File: src/hdl/disc_pkg.sv
/* Sizes and types shared by the discriminator.
   trigger_source 0..CHANNELS-1 selects a channel detector, the higher
   values select ext_trig_i. Delays and the hold count are in input beats. */

`default_nettype none

package disc_pkg;

  localparam int CHANNELS     = 4;
  localparam int SAMPLE_WIDTH = 16;
  localparam int EXT_TRIGGERS = 2;
  localparam int TRIG_SOURCES = CHANNELS + EXT_TRIGGERS;
  localparam int SRC_WIDTH    = $clog2(TRIG_SOURCES);
  localparam int MAX_DELAY    = 16;
  localparam int DELAY_WIDTH  = $clog2(MAX_DELAY);
  localparam int TSTAMP_WIDTH = 16; // wraps

  typedef logic signed [SAMPLE_WIDTH-1:0] sample_t;
  typedef logic [TSTAMP_WIDTH-1:0] tstamp_t;

  typedef struct packed {
    sample_t                low_threshold;
    sample_t                high_threshold;
    logic [DELAY_WIDTH-1:0] start_delay;   // trigger delay
    logic [DELAY_WIDTH-1:0] stop_delay;    // hold after trigger falls
    logic [DELAY_WIDTH-1:0] digital_delay; // data delay, pre-trigger samples
    logic [SRC_WIDTH-1:0]   trigger_source;
  } chan_cfg_t;

  typedef struct packed {
    chan_cfg_t [CHANNELS-1:0] chan;
    logic [CHANNELS-1:0]      disable_mask; // 1 keeps every sample
  } disc_cfg_t;

  typedef struct packed {
    sample_t [CHANNELS-1:0] sample;
  } adc_beat_t;

  typedef struct packed {
    sample_t sample;
    tstamp_t tstamp; // input sample index
  } kept_sample_t;

endpackage

`default_nettype wire

File: src/hdl/threshold_detector.sv
/* Hysteresis comparator per channel, one cycle of latency.
   The state only moves on valid beats and holds between them.
   Thresholds are signed and low must not exceed high. */

`default_nettype none

module threshold_detector (
  input  wire logic                                      adc_clk,
  input  wire logic                                      rst_i,
  input  wire disc_pkg::adc_beat_t                       beat_i,
  input  wire logic                                      valid_i,
  input  wire disc_pkg::sample_t [disc_pkg::CHANNELS-1:0] low_i,
  input  wire disc_pkg::sample_t [disc_pkg::CHANNELS-1:0] high_i,
  output logic [disc_pkg::CHANNELS-1:0]                  trig_o
);

  always_ff @(posedge adc_clk) begin
    if (rst_i) begin
      trig_o <= '0;
    end else if (valid_i) begin
      for (int ch = 0; ch < disc_pkg::CHANNELS; ch++) begin
        if ($signed(beat_i.sample[ch]) > $signed(high_i[ch])) begin
          trig_o[ch] <= 1'b1;
        end else if ($signed(beat_i.sample[ch]) < $signed(low_i[ch])) begin
          trig_o[ch] <= 1'b0;
        end
        // between the thresholds the state holds
      end
    end
  end

  for (genvar ch = 0; ch < disc_pkg::CHANNELS; ch++) begin : g_chk
    // an inverted window would make the trigger depend on compare order
    a_thr_order: assert property (
      @(posedge adc_clk) disable iff (rst_i)
      valid_i |-> $signed(low_i[ch]) <= $signed(high_i[ch])
    );
  end

endmodule

`default_nettype wire

File: src/hdl/delay_line.sv
/* Tap-selectable delay in beats, registered output updated on each beat.
   delay_i of 0 gives the current beat, n gives the beat n earlier.
   All taps clear on reset. */

`default_nettype none

module delay_line #(
  parameter type payload_t = logic
) (
  input  wire logic                             adc_clk,
  input  wire logic                             rst_i,
  input  wire logic                             shift_i,
  input  wire logic [disc_pkg::DELAY_WIDTH-1:0] delay_i,
  input  wire payload_t                         data_i,
  output payload_t                              data_o
);

  localparam int TAPS = disc_pkg::MAX_DELAY;

  payload_t sr_q [TAPS-1]; // older beats, sr_q[0] is the previous one
  payload_t taps [TAPS];

  always_comb begin
    taps[0] = data_i;
    for (int i = 1; i < TAPS; i++) begin
      taps[i] = sr_q[i-1];
    end
  end

  always_ff @(posedge adc_clk) begin
    if (rst_i) begin
      for (int i = 0; i < TAPS - 1; i++) begin
        sr_q[i] <= '0;
      end
      data_o <= '0;
    end else if (shift_i) begin
      sr_q[0] <= data_i;
      for (int i = 1; i < TAPS - 1; i++) begin
        sr_q[i] <= sr_q[i-1];
      end
      data_o <= taps[delay_i];
    end
  end

  a_delay_range: assert property (
    @(posedge adc_clk) disable iff (rst_i)
    shift_i |-> int'(delay_i) < disc_pkg::MAX_DELAY
  );

endmodule

`default_nettype wire

File: src/hdl/hold_timer.sv
/* Down-counter for the stop delay, counted in beats.
   expired_o comes from the register, so a load shows one cycle later.
   Zero is the idle state after reset. */

`default_nettype none

module hold_timer (
  input  wire logic                             adc_clk,
  input  wire logic                             rst_i,
  input  wire logic                             load_i,
  input  wire logic                             count_i,
  input  wire logic [disc_pkg::DELAY_WIDTH-1:0] value_i,
  output logic                                  expired_o
);

  logic [disc_pkg::DELAY_WIDTH-1:0] count_q;

  always_ff @(posedge adc_clk) begin
    if (rst_i) begin
      count_q <= '0;
    end else if (load_i) begin
      count_q <= value_i;
    end else if (count_i && count_q != '0) begin
      count_q <= count_q - 1'b1; // stops at zero
    end
  end

  assign expired_o = (count_q == '0);

  a_load_xor_count: assert property (
    @(posedge adc_clk) disable iff (rst_i)
    !(load_i && count_i)
  );

endmodule

`default_nettype wire

File: src/hdl/gate_fsm.sv
/* Keep gate control, gate_o is combinational and valid on beat_i.
   The hold timer is loaded with stop_delay-1 on the falling beat, since
   that beat already belongs to the hold window. */

`default_nettype none

module gate_fsm (
  input  wire logic adc_clk,
  input  wire logic rst_i,
  input  wire logic beat_i,
  input  wire logic trig_i,            // trigger after start delay
  input  wire logic stop_delay_zero_i,
  input  wire logic expired_i,
  output logic      load_o,
  output logic      count_o,
  output logic      gate_o
);

  typedef enum logic [1:0] {
    IDLE = 2'd0,
    OPEN = 2'd1,
    HOLD = 2'd2
  } state_t;

  state_t state_q;
  state_t state_d;

  always_comb begin
    state_d = state_q;
    case (state_q)
      IDLE: begin
        if (trig_i) state_d = OPEN;
      end
      OPEN: begin
        if (!trig_i) begin
          state_d = stop_delay_zero_i ? IDLE : HOLD;
        end
      end
      HOLD: begin
        if (trig_i) begin
          state_d = OPEN; // retrigger
        end else if (expired_i) begin
          state_d = IDLE;
        end
      end
      default: state_d = IDLE;
    endcase
  end

  always_ff @(posedge adc_clk) begin
    if (rst_i) begin
      state_q <= IDLE;
    end else if (beat_i) begin
      state_q <= state_d;
    end
  end

  assign gate_o = trig_i
                | (state_q == OPEN && !stop_delay_zero_i)
                | (state_q == HOLD && !expired_i);

  assign load_o  = beat_i && state_q == OPEN && !trig_i && !stop_delay_zero_i;
  assign count_o = beat_i && state_q == HOLD && !trig_i && !expired_i;

  a_state_legal: assert property (
    @(posedge adc_clk) disable iff (rst_i)
    state_q inside {IDLE, OPEN, HOLD}
  );

endmodule

`default_nettype wire

File: src/hdl/channel_discriminator.sv
/* One channel: trigger, data and timestamp delays, gate and output register.
   Two cycles from beat_i to kept_valid_o. Entries from before the first beat
   are never emitted, whether the channel is gated or disabled. */

`default_nettype none

module channel_discriminator (
  input  wire logic                adc_clk,
  input  wire logic                rst_i,
  input  wire logic                beat_i,
  input  wire disc_pkg::sample_t   sample_i,
  input  wire disc_pkg::tstamp_t   tstamp_i,
  input  wire logic                trig_i,
  input  wire disc_pkg::chan_cfg_t cfg_i,
  input  wire logic                disable_i,
  output disc_pkg::kept_sample_t   kept_o,
  output logic                     kept_valid_o
);

  logic beat_d;
  logic trig_dly;
  disc_pkg::sample_t sample_dly;
  disc_pkg::tstamp_t tstamp_dly;
  logic [disc_pkg::DELAY_WIDTH-1:0] fill_q; // beats seen, saturating
  logic [disc_pkg::DELAY_WIDTH-1:0] hold_value;
  logic stop_zero;
  logic load;
  logic count;
  logic expired;
  logic gate;
  logic data_ok;

  delay_line #(.payload_t(logic)) u_trig_dly (
    .adc_clk, .rst_i, .shift_i(beat_i), .delay_i(cfg_i.start_delay),
    .data_i(trig_i), .data_o(trig_dly)
  );

  delay_line #(.payload_t(disc_pkg::sample_t)) u_sample_dly (
    .adc_clk, .rst_i, .shift_i(beat_i), .delay_i(cfg_i.digital_delay),
    .data_i(sample_i), .data_o(sample_dly)
  );

  delay_line #(.payload_t(disc_pkg::tstamp_t)) u_tstamp_dly (
    .adc_clk, .rst_i, .shift_i(beat_i), .delay_i(cfg_i.digital_delay),
    .data_i(tstamp_i), .data_o(tstamp_dly)
  );

  assign stop_zero  = (cfg_i.stop_delay == '0);
  assign hold_value = cfg_i.stop_delay - 1'b1; // falling beat counts as one

  hold_timer u_hold (
    .adc_clk, .rst_i, .load_i(load), .count_i(count),
    .value_i(hold_value), .expired_o(expired)
  );

  gate_fsm u_gate (
    .adc_clk, .rst_i, .beat_i(beat_d), .trig_i(trig_dly),
    .stop_delay_zero_i(stop_zero), .expired_i(expired),
    .load_o(load), .count_o(count), .gate_o(gate)
  );

  always_ff @(posedge adc_clk) begin
    if (rst_i) begin
      beat_d <= 1'b0;
      fill_q <= '0;
    end else begin
      beat_d <= beat_i;
      if (beat_d && fill_q != disc_pkg::DELAY_WIDTH'(disc_pkg::MAX_DELAY - 1)) begin
        fill_q <= fill_q + 1'b1;
      end
    end
  end

  assign data_ok = (fill_q >= cfg_i.digital_delay);

  always_ff @(posedge adc_clk) begin
    if (rst_i) begin
      kept_valid_o <= 1'b0;
    end else begin
      kept_valid_o <= beat_d && data_ok && (gate || disable_i);
    end
  end

  always_ff @(posedge adc_clk) begin
    if (beat_d) begin
      kept_o.sample <= sample_dly;
      kept_o.tstamp <= tstamp_dly;
    end
  end

endmodule

`default_nettype wire

File: src/hdl/sample_discriminator.sv
/* Multi-channel sample discriminator, kept_valid_o follows adc_valid_i by 3 cycles.
   Configuration loads on cfg_valid_i and must only change while idle and drained.
   Timestamps number input beats from 0 after reset and wrap. No back-pressure. */

`default_nettype none

module sample_discriminator (
  input  wire logic                                 adc_clk,
  input  wire logic                                 rst_i,
  input  wire disc_pkg::adc_beat_t                  adc_beat_i,
  input  wire logic                                 adc_valid_i,
  input  wire logic [disc_pkg::EXT_TRIGGERS-1:0]    ext_trig_i,
  input  wire disc_pkg::disc_cfg_t                  cfg_i,
  input  wire logic                                 cfg_valid_i,
  output disc_pkg::kept_sample_t [disc_pkg::CHANNELS-1:0] kept_o,
  output logic [disc_pkg::CHANNELS-1:0]             kept_valid_o
);

  disc_pkg::disc_cfg_t cfg_q;
  disc_pkg::adc_beat_t beat_q;
  logic valid_q;
  logic [disc_pkg::EXT_TRIGGERS-1:0] ext_q;
  disc_pkg::tstamp_t count_q;
  disc_pkg::tstamp_t tstamp_q;
  logic [disc_pkg::CHANNELS-1:0] det_trig;
  logic [disc_pkg::TRIG_SOURCES-1:0] sources;
  logic [disc_pkg::CHANNELS-1:0] sel_trig;
  disc_pkg::sample_t [disc_pkg::CHANNELS-1:0] low_thr;
  disc_pkg::sample_t [disc_pkg::CHANNELS-1:0] high_thr;

  always_ff @(posedge adc_clk) begin
    if (rst_i) begin
      cfg_q   <= '0; // all channels enabled
      valid_q <= 1'b0;
      ext_q   <= '0;
      count_q <= '0;
    end else begin
      if (cfg_valid_i) cfg_q <= cfg_i;
      valid_q <= adc_valid_i;
      if (adc_valid_i) begin
        ext_q   <= ext_trig_i; // sampled with the data
        count_q <= count_q + 1'b1;
      end
    end
  end

  always_ff @(posedge adc_clk) begin
    if (adc_valid_i) begin
      beat_q   <= adc_beat_i;
      tstamp_q <= count_q;
    end
  end

  threshold_detector u_det (
    .adc_clk, .rst_i, .beat_i(adc_beat_i), .valid_i(adc_valid_i),
    .low_i(low_thr), .high_i(high_thr), .trig_o(det_trig)
  );

  assign sources = {ext_q, det_trig};

  for (genvar ch = 0; ch < disc_pkg::CHANNELS; ch++) begin : g_chan
    assign low_thr[ch]  = cfg_q.chan[ch].low_threshold;
    assign high_thr[ch] = cfg_q.chan[ch].high_threshold;
    assign sel_trig[ch] = sources[cfg_q.chan[ch].trigger_source];

    channel_discriminator u_chan (
      .adc_clk, .rst_i,
      .beat_i(valid_q),
      .sample_i(beat_q.sample[ch]),
      .tstamp_i(tstamp_q),
      .trig_i(sel_trig[ch]),
      .cfg_i(cfg_q.chan[ch]),
      .disable_i(cfg_q.disable_mask[ch]),
      .kept_o(kept_o[ch]),
      .kept_valid_o(kept_valid_o[ch])
    );

    a_src_range: assert property (
      @(posedge adc_clk) disable iff (rst_i)
      cfg_valid_i |-> int'(cfg_i.chan[ch].trigger_source) < disc_pkg::TRIG_SOURCES
    );
  end

endmodule

`default_nettype wire

File: config.mk
export PLATFORM = sky130hd
export DESIGN_NAME = sample_discriminator
export DESIGN_NICKNAME = d
export VERILOG_FILES = /design/src/hdl/disc_pkg.sv /design/src/hdl/threshold_detector.sv /design/src/hdl/delay_line.sv /design/src/hdl/hold_timer.sv /design/src/hdl/gate_fsm.sv /design/src/hdl/channel_discriminator.sv /design/src/hdl/sample_discriminator.sv
export SDC_FILE = /design/constraint.sdc
export NUM_CORES = 2
export LEC_CHECK = 0
export BUFFER_PORTS_ARGS = -buffer_cell sky130_fd_sc_hd__buf_2
export CORE_MARGIN = 3
export CORE_UTILIZATION = 60
export DETAILED_ROUTE_END_ITERATION = 10
export GPL_TIMING_DRIVEN = 0
export MAX_ROUTING_LAYER = met4
export PLACE_DENSITY = 0.8
export RECOVER_POWER = 50
export SLEW_MARGIN = 20
export SYNTH_ARGS = -nofsm -noshare
export SYNTH_HDL_FRONTEND = slang
export SYNTH_SLANG_ARGS = --single-unit
File: constraint.sdc
create_clock -name adc_clk -period 31.2 [get_ports adc_clk]
set_input_delay 6.24 -clock adc_clk [delete_from_list [all_inputs] [get_ports adc_clk]]
set_output_delay 6.24 -clock adc_clk [all_outputs]
set_load 0.02 [all_outputs]
==> key figures <==
Floorplan
  • Row count: 137
  • Core outline area: 141000 sq um
  • I/O pins: 394
  • Die Y: 384 um
  • Die span in x: 384 um
  • Initial core utilization: 0.609
  • Area of the die: 147000 sq um

STA
  • Final worst-path cycle share: 0.419
  • RSZ-0062 raised after global routing: no
  • Clock skew: 0.0344 ns
  • Worst slew pin tran: 3.25 ns
  • Clock period minus worst slack: 13.08 ns
  • Hold Vio Cnt, Final: 0
  • Slew Viols, Final: 234
  • Max Clk Rate: 76.5 MHz
  • Worst rel slew slack: -1.17
  • Final setup viols: 0
  • Final worst slack: 18.12 ns
  • Sum of negative setup slack: 0 ns

Detailed routing
  • DR top layer: met4
  • Routed length on met1: 88.0 mm
  • Total iterations of the first detailed-routing run: 6
  • Drt drc: 0
  • Met3 Routed Length: 31.7 mm
  • Initial DRC Count: 7994
  • Antenna violation net count after detailed routing: 0
  • Wirelength, routed: 242 mm
  • DR WL/cell: 29.6 um
  • WL met2: 110 mm
  • DR vias/cell: 6.54
  • Vias: 53400

Clocking
  • CTS Buf Count: 184
  • Clock-pin slew on the worst setup and hold paths: 0.06 ns
  • Htree depth: 4
  • CTS tree: done
  • Post_cts resized: 0
  • Max clock buf depth: 3
  • CTS Sinks: 1860
  • # hold bufs at CTS: 0
  • Setup Buffers After CTS: 0
  • Clock tree root buffer cell: clkbuf_16
  • Skew-Pair Late Insertion Delay: 0.83 ns

Setup path
  • Critical-path top delay cell: clkbuf_1
  • CP Cell Sequence: clkbuf_1, clkbuf_1, clkbuf_1, clkbuf_1, nor2b_1, clkbuf_1, o21ai_0, o32ai_1
  • Worst setup EP type: flip-flop
  • CP Data Required Time: 31.93 ns
  • Max stage delay on crit path: 2.21 ns
  • Critical path class: in2reg
  • CP most frequent cell: clkbuf_1
  • CP arrival: 13.80 ns
  • Worst-path maximum fanout: 49
  • Crit start category: primary input

Placement
  • Post-Place Cells: 7793
  • Final HPWL DP: 171 mm
  • Place WS: 20.45 ns
  • Placed Area: 90400 sq um
  • Routability cong.: 0.988
  • I/O Buffers: 391

Yosys
  • Syn_nets: 5919
  • Yosys reg bits: 1860
  • Synth top area share: 0.515
  • XOR/XNOR Fraction of Synth Area: 0.00235
  • Mapped Cells: 5508
  • Adder-Cell Fraction of Synth Area: 0.0218
  • Main combinational cell family by area after synthesis: multiplexers
  • Avg Synthesized Cell Area: 15.5 sq um
  • Post-synth EDFFs: 1468
  • Syn. warnings: 0
  • Cell variety after synth: 59
  • Simple-gate share of the synthesized area: 0.117
  • Most instantiated cells after synthesis: edfxtp_1 (1468), and2_1 (828), mux4_2 (660)
  • Top post-synthesis cells by area: edfxtp_1 (52%), mux4_2 (17%), dfxtp_1 (9.2%)
  • Most common cell in the netlist: edfxtp_1
  • Main flop type after synthesis: edfxtp_1
  • Yosys top cell by area: edfxtp_1
  • Mux share of post-synthesis cell area: 0.200
  • Synth Area in Compound Gates: 0.0269
  • Post-synth ARST share: 0
  • Cell Area, Synth: 85500 sq um
  • Sequential fraction of the synthesis area: 0.607

Final layout
  • Layout net count: 6514
  • Layout cells sized above 1: 0.200
  • Seq. cell area: 51900 sq um
  • FILL cells: 9368
  • Fin area: 96500 sq um
  • Area of the multi-input gates: 31400 sq um
  • Syn-to-layout area delta: 12.8%
  • Fin cells: 8165

Global routing
  • Number of global-route vias before repair: 52500
  • Initial antenna violation count: 24
  • First-pass GRT wire length: 351 mm
  • Pin count of the biggest net entering global routing: 119
  • Aggregate global routing overflow: 0
  • All-Layer GR Usage: 0.339

Worst hold path
  • Worst hold path class: reg2reg

Pwr
  • PwrDens: 60.9 nW/um^2
  • Static Leak: 35.0 nW
  • Peak VDD IR: 0.0492 mV

Status
  • Status: finished with violations
  • Failing checks: capacitance limit, slew limit

Flow run
  • Maxcap violations: 6
metal layers:
| metal | vias up | track usage |
|---|---|---|
| li1 | 22100 | - |
| met1 | 26900 | 0.447 |
| met2 | 3729 | 0.487 |
| met3 | 641 | 0.106 |
| met4 | 0 | 0.152 |
| met5 | - | - |
metrics by stage:
step	utilization	hold slack [ns]	total power [W]
after global routing	0.686	0.446	0.00602
after CTS	0.688	0.433	0.00587
final	0.686	0.435	0.00587
after detailed placement	0.643	0.415	0.00356
after floorplan	-	0.409	0.00337
after global placement	0.639	0.418	0.00361
path summary, 6_finish.rpt:
kind,cells past startpoint,startpoint,slack (ns),endpoint
setup reg to reg,2,g_chan[1].u_chan.beat_d$_SDFF_PP0_,24.80,g_chan[2].u_chan.kept_o[21]$_DFFE_PP_
hold / removal,0,g_chan[0].u_chan.u_sample_dly.data_o[8]$_SDFFE_PP0P_,0.44,g_chan[0].u_chan.kept_o[24]$_DFFE_PP_
hold reg to reg,0,g_chan[0].u_chan.u_sample_dly.data_o[8]$_SDFFE_PP0P_,0.44,g_chan[0].u_chan.kept_o[24]$_DFFE_PP_
setup / recovery,8,adc_valid_i,18.12,u_det.trig_o[1]$_SDFFE_PP0P_
critical path, delay by kind of cell:
family,cells,cell delay [ns]
AO/OA/AOI/OAI,2,0.54
buffers and inverters,5,6.18
AND/OR/NAND/NOR,1,0.71
layout make-up:
cell class,instances,area share
diodes,26,0.000675
clock buffers,246,0.0549
flip-flops and latches,1860,0.538
inverters,167,0.00658
clock inverters,100,0.0115
multi-input cells,3109,0.326
well taps,1876,0.0243
plain buffers,372,0.0165
repair buffers,409,0.0214
sequential cells by signal, indices dropped and copies added, names as in the netlist, 4 cells and up:
| register | count |
|---|---|
| cfg_q | 192 |
| g_chan.u_chan.u_tstamp_dly.sr_q | 240 |
| g_chan.u_chan.u_sample_dly.sr_q | 960 |
| count_q | 16 |
| g_chan.u_chan.kept_valid_o | 4 |
| g_chan.u_chan.fill_q | 16 |
| g_chan.u_chan.u_sample_dly.data_o | 64 |
| g_chan.u_chan.u_hold.count_q | 16 |
| g_chan.u_chan.u_trig_dly.sr_q | 60 |
| g_chan.u_chan.u_gate.state_q | 8 |
| g_chan.u_chan.kept_o | 128 |
| tstamp_q | 16 |
| u_det.trig_o | 4 |
| g_chan.u_chan.u_trig_dly.data_o | 4 |
| g_chan.u_chan.u_tstamp_dly.data_o | 64 |
| beat_q | 64 |
cell families (layout without fill, tap and decap cells):
group           Yosys count  count (layout)
compound gates          324             324
xor+xnor                 23              23
fa+ha+maj               149             149
buf+inv                 539            1294
flops                  1860            1860
mux                     881             881
other cells               0              26
simple gates           1732            1732
report_power, final:
| group | total (W) | internal [W] | switching [W] |
|---|---|---|---|
| logic | 0.000593 | 0.000261 | 0.000333 |
| registers | 0.00294 | 0.00284 | 0.000102 |
| clock network | 0.00234 | 0.00135 | 0.000988 |
cells in the final DEF, fill, tap and decap left out, types with 28 or more instances in the layout:
cell and instances:
dfxtp_1 392, mux4_2 660, nand2_1 57, and2_1 529
clkbuf_16 195, and2_0 299, nor2b_1 434, buf_4 29
clkbuf_1 502, nor2_1 288, edfxtp_1 1468, buf_2 233
o21ai_0 32, mux2i_1 217, inv_1 158, a22o_1 128
ha_1 149, clkinv_1 30, a21oi_1 85, clkinv_2 28
No activity file was read; power rests on OpenSTA's default activity.
